===== src/hw/bpred_macros.svh =====
/*
 * Shared constants for the branch prediction front end.
 * Include wherever the reset PC or the BTB geometry is needed.
 * The history width is fixed here because the testbench model reuses the frame layout.
 */
`ifndef BPRED_MACROS_SVH
`define BPRED_MACROS_SVH

// first fetch address out of reset
`define BPRED_RESET_PC 32'h0000_0200

// btb geometry, 2-way over 32 frames gives 16 sets
`define BTB_N_FRAMES 32
`define BTB_ASSOC 2
`define BTB_SET_BITS 4 // set index from pc[5:2]

// taken history per frame, prediction is the top bit
`define BTB_PRED_BITS 2

// tag and history share one byte per frame
`define BTB_TAG_BITS (8 - `BTB_PRED_BITS)

`endif


===== src/hw/bpred_pkg.sv =====
/*
 * Types shared by the fetch PC generator, the BTB and the branch resolver.
 * Modules import it inside their bodies and use scoped names on their ports.
 */
`include "bpred_macros.svh"

package bpred_pkg;

	// fetch pc, branch targets
	typedef logic [31:0] word_t;

	// upper pc slice stored per frame
	typedef logic [`BTB_TAG_BITS-1:0] btb_tag_t;

	// selects one set of the btb
	typedef logic [`BTB_SET_BITS-1:0] btb_idx_t;

	// shift history of taken outcomes
	// newest outcome enters at bit 0
	typedef logic [`BTB_PRED_BITS-1:0] btb_hist_t;

	// saturates at all ones
	typedef logic [15:0] mispredict_cnt_t;

	// resolver record holding states
	typedef enum logic {
		IDLE,   // nothing registered
		UPDATE  // record drives update and maybe redirect
	} resolver_state_e;

endpackage


===== src/hw/fetch_pc_gen.sv =====
/*
 * Fetch PC register for the prediction front end.
 * Follows the BTB next-PC on each fetch strobe; a resolver redirect replaces
 * the path and wins over fetch_en in the same cycle.
 */
`timescale 1ns/1ps
`include "bpred_macros.svh"

module fetch_pc_gen (
	input  logic              CLK,
	input  logic              nRST,
	input  logic              fetch_en,        // one fetch this cycle
	input  bpred_pkg::word_t  target_addr,     // btb predicted next pc
	input  logic              redirect_valid,  // mispredict correction
	input  bpred_pkg::word_t  redirect_pc,
	output bpred_pkg::word_t  fetch_pc,
	output logic              fetch_valid
);
	import bpred_pkg::*;

	word_t next_pc;   // pc for the coming edge
	logic  pc_load;   // register enable

	// fetch only counts when nothing is being corrected
	assign fetch_valid = fetch_en & ~redirect_valid;

	// redirect has priority over the predicted path
	always_comb begin
		next_pc = fetch_pc; // hold by default
		pc_load = 1'b0;
		if (redirect_valid) begin
			next_pc = redirect_pc;
			pc_load = 1'b1;
		end else if (fetch_en) begin
			next_pc = target_addr; // taken target or fallthrough
			pc_load = 1'b1;
		end
	end

	always_ff @(posedge CLK, negedge nRST) begin
		if (!nRST) begin
			fetch_pc <= `BPRED_RESET_PC;
		end else if (pc_load) begin
			fetch_pc <= next_pc;
		end
	end

	// targets come from the btb and from execute, both must keep
	// the pc on a halfword boundary for rv32c
	a_pc_halfword: assert property (
		@(posedge CLK) disable iff (!nRST)
		fetch_pc[0] == 1'b0
	) else $error("fetch_pc not halfword aligned: %h", fetch_pc);

endmodule


===== src/hw/btb.sv =====
/*
 * 2-way set-associative branch target buffer, 16 sets.
 * Each frame holds a tag, a target and a short taken history.
 * Lookup from fetch_pc is combinational; updates from the resolver land on
 * the next edge, frame 0 when it matches or is empty, else frame 1.
 */
`timescale 1ns/1ps
`include "bpred_macros.svh"

module btb (
	input  logic              CLK,
	input  logic              nRST,
	// lookup side
	input  bpred_pkg::word_t  fetch_pc,
	input  logic              is_branch,     // decode hint for fetch_pc
	input  logic              is_rv32c,      // 2-byte instruction
	output logic              predict_taken,
	output bpred_pkg::word_t  target_addr,   // next fetch pc
	// training side
	input  logic              update_valid,
	input  bpred_pkg::word_t  update_pc,
	input  logic              update_taken,
	input  bpred_pkg::word_t  update_target
);
	import bpred_pkg::*;

	localparam int N_SETS  = `BTB_N_FRAMES / `BTB_ASSOC;
	localparam int IDX_LSB = 2;                        // skip byte offset
	localparam int TAG_LSB = IDX_LSB + `BTB_SET_BITS;  // tag right above index

	// frame storage, one entry per set and way
	btb_tag_t  tag_mem    [N_SETS][`BTB_ASSOC];
	word_t     target_mem [N_SETS][`BTB_ASSOC];
	btb_hist_t hist_mem   [N_SETS][`BTB_ASSOC];

	// lookup decode
	btb_tag_t  fetch_tag;
	btb_idx_t  fetch_idx;
	logic      hit0, hit1;
	logic      fetch_hit;
	logic      sel_way;     // way chosen for the prediction
	word_t     sel_target;
	btb_hist_t sel_hist;
	word_t     fallthrough;

	// update decode
	btb_tag_t  upd_tag;
	btb_idx_t  upd_idx;
	logic      upd_way;     // way to overwrite
	btb_hist_t hist_next;

	assign fetch_tag = fetch_pc[TAG_LSB +: `BTB_TAG_BITS];
	assign fetch_idx = fetch_pc[IDX_LSB +: `BTB_SET_BITS];

	// no valid bit, a cleared frame hits tag 0 but predicts not taken
	assign hit0      = (tag_mem[fetch_idx][0] == fetch_tag);
	assign hit1      = (tag_mem[fetch_idx][1] == fetch_tag);
	assign fetch_hit = hit0 | hit1;
	assign sel_way   = hit0 ? 1'b0 : 1'b1;  // frame 0 wins on double hit

	assign sel_target = target_mem[fetch_idx][sel_way];
	assign sel_hist   = hist_mem[fetch_idx][sel_way];

	assign fallthrough = is_rv32c ? fetch_pc + 32'd2 : fetch_pc + 32'd4;

	// only a known branch with top history bit set goes taken
	always_comb begin
		predict_taken = fetch_hit & is_branch & sel_hist[`BTB_PRED_BITS-1];
		target_addr   = predict_taken ? sel_target : fallthrough;
	end

	assign upd_tag = update_pc[TAG_LSB +: `BTB_TAG_BITS];
	assign upd_idx = update_pc[IDX_LSB +: `BTB_SET_BITS];

	// replacement: frame 0 on tag match or zero target, else frame 1
	always_comb begin
		if (tag_mem[upd_idx][0] == upd_tag || target_mem[upd_idx][0] == '0) begin
			upd_way = 1'b0;
		end else begin
			upd_way = 1'b1;
		end
	end

	// shift new outcome in at bit 0, oldest drops off the top
	assign hist_next = btb_hist_t'({hist_mem[upd_idx][upd_way], update_taken});

	always_ff @(posedge CLK, negedge nRST) begin
		if (!nRST) begin
			for (int s = 0; s < N_SETS; s++) begin
				for (int w = 0; w < `BTB_ASSOC; w++) begin
					tag_mem[s][w]    <= '0;
					target_mem[s][w] <= '0;
					hist_mem[s][w]   <= '0;
				end
			end
		end else if (update_valid) begin
			tag_mem[upd_idx][upd_way]    <= upd_tag;
			target_mem[upd_idx][upd_way] <= update_target; // stored even if not taken
			hist_mem[upd_idx][upd_way]   <= hist_next;
		end
	end

	// a zero target reads as an empty frame 0 and would be overwritten
	a_taken_target_nonzero: assert property (
		@(posedge CLK) disable iff (!nRST)
		(update_valid && update_taken) |-> (update_target != '0)
	) else $error("taken update with zero target, pc %h", update_pc);

endmodule


===== src/hw/branch_resolver.sv =====
/*
 * Takes resolved branches from execute, registers them for one cycle and
 * then trains the BTB. A wrong prediction also raises a redirect with the
 * corrected fetch PC and bumps a saturating mispredict counter.
 */
`timescale 1ns/1ps

module branch_resolver (
	input  logic                        CLK,
	input  logic                        nRST,
	// from execute
	input  logic                        resolve_valid,
	input  bpred_pkg::word_t            resolve_pc,
	input  logic                        resolve_taken,
	input  bpred_pkg::word_t            resolve_target,
	input  logic                        resolve_rv32c,
	input  logic                        resolve_pred_taken, // guess made at fetch
	// btb training
	output logic                        update_valid,
	output bpred_pkg::word_t            update_pc,
	output logic                        update_taken,
	output bpred_pkg::word_t            update_target,
	// fetch correction
	output logic                        redirect_valid,
	output bpred_pkg::word_t            redirect_pc,
	output bpred_pkg::mispredict_cnt_t  mispredict_count
);
	import bpred_pkg::*;

	resolver_state_e state, next_state;

	// registered resolve record
	word_t rec_pc;
	word_t rec_target;
	logic  rec_taken;
	logic  rec_rv32c;
	logic  rec_mispred;

	// one record per cycle, a new resolve keeps us in UPDATE
	always_comb begin
		next_state = resolve_valid ? UPDATE : IDLE;
	end

	always_ff @(posedge CLK, negedge nRST) begin
		if (!nRST) begin
			state <= IDLE;
		end else begin
			state <= next_state;
		end
	end

	// payload only, qualified by state
	always_ff @(posedge CLK) begin
		if (resolve_valid) begin
			rec_pc      <= resolve_pc;
			rec_target  <= resolve_target;
			rec_taken   <= resolve_taken;
			rec_rv32c   <= resolve_rv32c;
			rec_mispred <= resolve_taken ^ resolve_pred_taken; // direction wrong
		end
	end

	assign update_valid  = (state == UPDATE);
	assign update_pc     = rec_pc;
	assign update_taken  = rec_taken;
	assign update_target = rec_target; // passed through taken or not

	assign redirect_valid = (state == UPDATE) & rec_mispred;

	// taken goes to the target, else fall past the branch
	always_comb begin
		if (rec_taken) begin
			redirect_pc = rec_target;
		end else begin
			redirect_pc = rec_pc + (rec_rv32c ? 32'd2 : 32'd4);
		end
	end

	// saturating mispredict count
	always_ff @(posedge CLK, negedge nRST) begin
		if (!nRST) begin
			mispredict_count <= '0;
		end else if (redirect_valid && mispredict_count != '1) begin
			mispredict_count <= mispredict_count + 1'b1;
		end
	end

endmodule


===== src/hw/bpred_top.sv =====
/*
 * Branch prediction front end top level.
 * Connects the fetch PC generator, the BTB and the branch resolver;
 * the testbench drives the decode hints and the execute resolves.
 */
`timescale 1ns/1ps

module bpred_top (
	input  logic                        CLK,
	input  logic                        nRST,
	input  logic                        fetch_en,
	input  logic                        is_branch,  // hint for current fetch_pc
	input  logic                        is_rv32c,
	output bpred_pkg::word_t            fetch_pc,
	output logic                        fetch_valid,
	output logic                        predict_taken,
	input  logic                        resolve_valid,
	input  bpred_pkg::word_t            resolve_pc,
	input  logic                        resolve_taken,
	input  bpred_pkg::word_t            resolve_target,
	input  logic                        resolve_rv32c,
	input  logic                        resolve_pred_taken,
	output logic                        redirect_valid,
	output bpred_pkg::word_t            redirect_pc,
	output bpred_pkg::mispredict_cnt_t  mispredict_count
);
	import bpred_pkg::*;

	word_t target_addr;    // btb next pc into the pc register
	logic  update_valid;   // resolver to btb training
	word_t update_pc;
	logic  update_taken;
	word_t update_target;

	fetch_pc_gen fetch_pc_gen_inst (
		.CLK            (CLK),
		.nRST           (nRST),
		.fetch_en       (fetch_en),
		.target_addr    (target_addr),
		.redirect_valid (redirect_valid),
		.redirect_pc    (redirect_pc),
		.fetch_pc       (fetch_pc),
		.fetch_valid    (fetch_valid)
	);

	btb btb_inst (
		.CLK           (CLK),
		.nRST          (nRST),
		.fetch_pc      (fetch_pc),
		.is_branch     (is_branch),
		.is_rv32c      (is_rv32c),
		.predict_taken (predict_taken),
		.target_addr   (target_addr),
		.update_valid  (update_valid),
		.update_pc     (update_pc),
		.update_taken  (update_taken),
		.update_target (update_target)
	);

	branch_resolver branch_resolver_inst (
		.CLK                (CLK),
		.nRST               (nRST),
		.resolve_valid      (resolve_valid),
		.resolve_pc         (resolve_pc),
		.resolve_taken      (resolve_taken),
		.resolve_target     (resolve_target),
		.resolve_rv32c      (resolve_rv32c),
		.resolve_pred_taken (resolve_pred_taken),
		.update_valid       (update_valid),
		.update_pc          (update_pc),
		.update_taken       (update_taken),
		.update_target      (update_target),
		.redirect_valid     (redirect_valid),
		.redirect_pc        (redirect_pc),
		.mispredict_count   (mispredict_count)
	);

endmodule


===== config.mk =====
export PLATFORM = sky130hd
export DESIGN_NAME = bpred_top
export DESIGN_NICKNAME = d
export VERILOG_FILES = /design/src/hw/bpred_pkg.sv /design/src/hw/fetch_pc_gen.sv /design/src/hw/btb.sv /design/src/hw/branch_resolver.sv /design/src/hw/bpred_top.sv
export VERILOG_INCLUDE_DIRS = /design/src /design/src/hw
export SDC_FILE = /design/constraint.sdc
export NUM_CORES = 2
export LEC_CHECK = 0
export ABC_CLOCK_PERIOD_IN_PS = 3990
export BUFFER_PORTS_ARGS = -buffer_cell sky130_fd_sc_hd__buf_2
export CAP_MARGIN = 20
export CORE_ASPECT_RATIO = 1.4
export CORE_MARGIN = 5
export CORE_UTILIZATION = 30
export DETAILED_ROUTE_END_ITERATION = 8
export PLACE_DENSITY = 0.5
export SLEW_MARGIN = 5
export SYNTH_ARGS = -nofsm -noshare
export SYNTH_HDL_FRONTEND = slang
export SYNTH_SLANG_ARGS = --single-unit
export TNS_END_PERCENT = 5

===== constraint.sdc =====
create_clock -name CLK -period 3.99 [get_ports CLK]
set_input_delay 0.399 -clock CLK [delete_from_list [all_inputs] [get_ports CLK]]
set_output_delay 0.399 -clock CLK [all_outputs]
set_load 0.05 [all_outputs]

---- Yosys cells after proc, flatten, opt, wreduce, memory -nomap -nowiden ----
Index checks and enable logic that the tools add are counted.
operators by class
  add/sub/neg operators ................... 4
  $mul .................................... 0
  divide/modulo/power cells ............... 0
  order comparisons ....................... 6
  equality and inequality tests ........... 4
  shifts and indexed selects .............. 0
  multiplexer cells ....................... 53
  bitwise logic cells ..................... 11
  reductions and logical operators ........ 7
operator list
  operator               number
  $bwmux 1024            1
  $bmux 64 s4            2
  $mux 64                5
  $mux 32                9
  $demux 64 s4           1
  $bwmux 192             1
  $bmux 12 s4            2
  $bwmux 64              1
  $mux 12                5
  $demux 12 s4           1
  $add 32x2->32 const B  1
  $add 32x3->32 const B  1
  $add 32x32->32         1
  $bmux 4 s4             2
  $demux 32 s1           1
  $logic_not 32->1       1
  $eq 6x6->1             3
  $add 16x1->16 const B  1
  $demux 4 s4            1
  $ne 16x16->1 const B   1
  $mux 4                 3
  $ge 5x5->1 const B     2
  $not 4->5              2
  $mux 3                 3
  17 further kinds       34
word-level totals
  register bits after elaboration ......... 1396
  latch bits .............................. 0
  memory bits (writable) .................. 0
  memory bits (read-only) ................. 0
  input bits .............................. 73
  output and inout port bits .............. 83
  word-level logic and storage cells ...... 189
  memories ................................ 0

---- Depth between registers and ports, before layout ----
  word-level depth ........................ 15
  depth in mapped cells ................... 17
  mapped depth without buffers ............ 11

---- Hierarchy ----
A second synthesis with hierarchy kept.
unflattened totals
  cells, all modules ...................... 4359
  area total of the unflattened synthesis .. 67069.3 µm²
modules (own cells, without submodules)
  module           times used  cells each  area each (µm²)  seq. area each (µm²)
  btb              1           3905        61720.4          32030.7
  branch_resolver  1           314         3834.9           2437.3
  fetch_pc_gen     1           140         1514.0           802.0

---- Worst setup path after synthesis ----
No wires, ideal clock.
  kind .................................... register to register
  start point ............................. register fetch_pc_gen_inst.fetch_pc[2]
  end point ............................... register fetch_pc_gen_inst.fetch_pc[14]
  setup time .............................. 131 ps
  data arrival time ....................... 3818 ps
  required time ........................... 3859 ps
  setup slack ............................. 41 ps
  cell stages (with the launch flop) ...... 12
  path buffers ............................ 7
  cells stage by stage .................... dfrtp_1 > buf_4 > buf_4 > buf_4 > buf_4 > buf_4 > buf_2 > buf_1 > mux4_2 > mux4_2 > o221ai_1 > o21ai_0
on the way
  longest elaborated chain between the ends .. 14
  elaborated cells on any way between the ends .. 29
  classes of those cells .................. add/sub: 2; eq/ne: 2; mux: 20; bitwise: 5
RTL lines
  what                                        line                  text
  start: declaration                          fetch_pc_gen.sv:16    output bpred_pkg::word_t fetch_pc,
  start signal: assignment                    fetch_pc_gen.sv:42    fetch_pc <= `BPRED_RESET_PC;
  start signal: assignment                    fetch_pc_gen.sv:44    fetch_pc <= next_pc;
  $not 4->5 (not written as such)             -
  $bmux 12 s4                                 btb.sv:56, btb.sv:57
  $mux 12 (not written as such) (2 in a row)  btb.sv:56             assign hit0 = (tag_mem[fetch_idx][0] == fetch_tag);
  $eq 6x6->1                                  btb.sv:56
  $mux 1                                      btb.sv:59             assign sel_way = hit0 ? 1'b0 : 1'b1;
  $not 1->2 (not written as such)             btb.sv:61, btb.sv:62
  $mux 2 (not written as such) (3 in a row)   btb.sv:62             assign sel_hist = hist_mem[fetch_idx][sel_way];
  $and 1x1->1                                 btb.sv:68             predict_taken = fetch_hit & is_branch & sel_hist[`BTB_PRED_BITS-1];
  $mux 32 (*)                                 btb.sv:69             target_addr = predict_taken ? sel_target : fallthrough;
  $mux 32 (*)                                 fetch_pc_gen.sv:34    end else if (fetch_en) begin
  $mux 32 (*)                                 fetch_pc_gen.sv:31    if (redirect_valid) begin
Every way passes the cells marked *; elsewhere a longest branch is shown, timed or not. The select of a mux whose other input is x is not followed.
A chain may end at the register's enable or synchronous reset.

---- Final worst setup path ----
  start point ............................. register fetch_pc_gen_inst.fetch_pc[3]
  end point ............................... register fetch_pc_gen_inst.fetch_pc[22]
The elaborated chain is that of the path after synthesis.

==> impl_results.md <==
- Status: finished, violations left
- Violated checks: negative setup slack
- Hold slack final: 0.106 ns
- Synthesis-to-layout area growth: 19.7%
- Row count: 203
- Clock Tree Root: clkbuf_16
- Die footprint: 229,000 um^2
- CP endpoint kind: register
- I/O pin count: 156
- Die X: 406 um
- Gr ovfl total: 0
- Placeable Area: 219,000 um^2
- Initial core utilization: 30.1%
- Required @ worst endpoint: 4.66 ns
- DRT iter0 DRCs: 2,613
- CP arrival: 4.91 ns
- Largest net degree at the start of global routing: 120
- Setup TNS: -3.11 ns
- Combinational share of power: 33.9%
- TritonRoute pass-1 iters: 8
- Max Cap Viol: 0
- Gp weighted congestion: 0.846
- Ys async rst share: 95.2%
- RSZ-0062 raised after global routing: true
- Fmax: 0.236 GHz
- Global-route wire length before repair: 326 mm
- Die H: 565 um
- Worst Hold Class: in2async
- Cell variety after synth: 62
- Non-Filler Instances: 7,607
- Sequential area share after synthesis: 53.5%
- Main synth FF type: dfrtp_1
- CTS tree: yes
- DP Cell Count: 7,238
- Worst-path clk slew: 0.07 ns
- Critical Path Source Type: register
- P per Cell Area: 696 nW/um^2
- Avg Cell Area, Syn: 15.4 um^2
- P_sw: 17.7 mW
- Final core occ: 36.1%
- Clock latency on the worst-skew pair: 0.80 ns
- Reg2reg path depth: 14
- Lkg Pwr: 34.2 nW
- Final Max Tran Viols: 0
- Commonest non-fill, non-tap cells in the layout: dfrtp_1, mux2_2, mux4_2
- CTS Buf Count: 149
- Finished Cell Area: 78,900 um^2
- Fill count: 20,800
- Setup Skew: 0.0379 ns
- Post-synth EDFFs: 67
- Setup CP Type: reg2reg
- DP Area: 72,400 um^2
- CTS Sinks: 1,396
- Slew headroom: 24.1%
- Via count: 40,300
- Total of warnings raised by yosys: 0
- Maximum vdd drop: 0.000350 V
- Layout cells sized above 1: 53.5%
- Mapped Area: 65,900 um^2
- Final min period: 4.24 ns
- Power share of the sequential group: 40.1%
- PortBufs: 155
- Worst slew pin tran: 1.14 ns
- Final nets: 4,704
- Final Hold Fails: 0
- Antenna Violating Nets Remaining: 0
- Routed Wire Length: 223 mm
- Post-route setup slack: -0.246 ns
- H-tree Lvls: 4
- Internal: 37.2 mW
- Residual DRC: 0
- Number of global-route vias before repair: 43,400
- Initial antenna violation count: 18
- GRT Total Usage: 19.4%
- Yosys reg bits: 1,396
- Crit Path Max Fanout: 7
- Sw frac: 32.3%
- Pwr Total: 54.9 mW
- Routed wire length per instance: 29.4 um
- Place WS: -0.132 ns
- Clk buf depth: 4
- DR vias/cell: 5.30
- Commonest non-fill, non-tap cell in the layout: dfrtp_1
- Final setup fails: 21
- Fin crit share: 106%
- Syn Inst Count: 4,284
- Clock Power Share: 26.0%
- Detail Placement HPWL: 154 mm
- Synthesized Nets: 4,363
==> repair_timing <==
action,in CTS,in global routing
pin swaps,9,18
setup buffers,21,13
gates resized for setup,77,48
hold buffers,69,0
endpoints found under the setup margin,597,303
cloned,4,1
endpoints found under the hold margin,139,0
==> final cells by class <==
cell class | count | area [um^2] | area share (%)
diodes | 4 | 10.0 | 0.0127
clock buffers | 218 | 4440 | 5.62
clock inverters | 41 | 485 | 0.615
inverters | 17 | 67.6 | 0.0857
multi-input cells | 2464 | 29100 | 36.9
flip-flops and latches | 1396 | 35300 | 44.7
well taps | 2870 | 3590 | 4.55
repair buffers | 597 | 5870 | 7.44
==> worst max-delay path, cell delays in order, from the launching register on <==
cell	delay, ns
dfrtp_4	0.49
buf_6	0.13
mux4_2	0.48
mux4_2	0.58
xor2_1	0.18
a31o_2	0.27
a211oi_4	0.26
buf_12	0.14
buf_12	0.12
buf_12	0.15
buf_12	0.15
mux4_2	0.58
mux2_4	0.32
mux2i_1	0.18
o21ai_1	0.07
==> final timing paths <==
check | start | to | slack, ns
setup / recovery | fetch_pc_gen_inst.fetch_pc[3] | fetch_pc_gen_inst.fetch_pc[22] | -0.25
hold / removal | nRST | btb_inst.target_mem[222] | 0.11
setup reg to reg | fetch_pc_gen_inst.fetch_pc[3] | fetch_pc_gen_inst.fetch_pc[22] | -0.25
hold reg to reg | btb_inst.target_mem[348] | btb_inst.target_mem[348] | 0.50
max in group asynchronous | nRST | btb_inst.target_mem[293] | 2.50
min in group CLK | is_rv32c | fetch_pc_gen_inst.fetch_pc[1] | 0.11
==> layer usage <==
metal / up-vias / global-route usage [%] / wire length [um]
met1: 22100 / 23.8 / 89500
met4: 14 / 7.89 / 10200
met5: - / 0 / 87
li1: 16800 / - / -
met2: 975 / 34.7 / 116000
met3: 364 / 2.27 / 8000
==> power by group through the flow <==
stage,logic [mW],registers (mW),clock network [mW]
finish,18.6,22.0,14.3
global route,19.7,22.6,15.1
floorplan,11.4,21.4,0
CTS,18.8,22.0,14.6
detailed placement,18.4,22.3,0
global placement,18.2,22.1,0
==> cell families (layout without fill, tap and decap cells) <==
kind of cell,count (synthesis),after routing,share of synthesized area [%]
xor gates and xnor gates,90,90,1.20
buffers and inverters,424,873,2.90
AOI/OAI and AO/OA,149,149,1.37
adders and majority gates,6,6,0.125
DFF,1396,1396,53.5
muxes,1763,1763,37.1
other,0,4,0
and+or+nand+nor,456,456,3.78
==> cell usage after synthesis (7+ instances only) <==
| cell type | count | area share (%) |
|---|---|---|
| or2_2 | 9 | 0.085 |
| nand4_1 | 45 | 0.43 |
| inv_1 | 14 | 0.080 |
| and4_1 | 7 | 0.093 |
| a21oi_1 | 29 | 0.22 |
| edfxtp_1 | 67 | 3.1 |
| o21ai_0 | 64 | 0.49 |
| o211ai_1 | 7 | 0.080 |
| dfrtp_1 | 1328 | 50 |
| nand3_1 | 39 | 0.30 |
| nand2_1 | 73 | 0.42 |
| nor2b_1 | 11 | 0.10 |
| and3_1 | 28 | 0.27 |
| and2_1 | 11 | 0.10 |
| xnor2_1 | 55 | 0.73 |
| buf_2 | 93 | 0.71 |
| mux2_2 | 1274 | 22 |
| nor2_1 | 63 | 0.36 |
| xor2_1 | 35 | 0.47 |
| nor3_1 | 19 | 0.14 |
| clkbuf_1 | 222 | 1.3 |
| mux4_2 | 415 | 14 |
| buf_4 | 43 | 0.49 |
| nor4_1 | 130 | 1.2 |
| buf_1 | 43 | 0.24 |
| mux2_1 | 21 | 0.36 |
| mux2i_1 | 53 | 0.80 |
==> state kept, by name (all words and copies together) (netlist names) <==
| name | flops |
|---|---|
| btb_inst.target_mem | 1024 |
| btb_inst.tag_mem | 192 |
| btb_inst.hist_mem | 64 |
| branch_resolver_inst.update_pc | 32 |
| branch_resolver_inst.update_target | 32 |
| fetch_pc_gen_inst.fetch_pc | 32 |
| branch_resolver_inst.mispredict_count | 16 |
| branch_resolver_inst.rec_mispred | 1 |
| branch_resolver_inst.rec_rv32c | 1 |
| branch_resolver_inst.update_taken | 1 |
| branch_resolver_inst.update_valid | 1 |
Note: power is estimated with default switching activity, not from simulation.
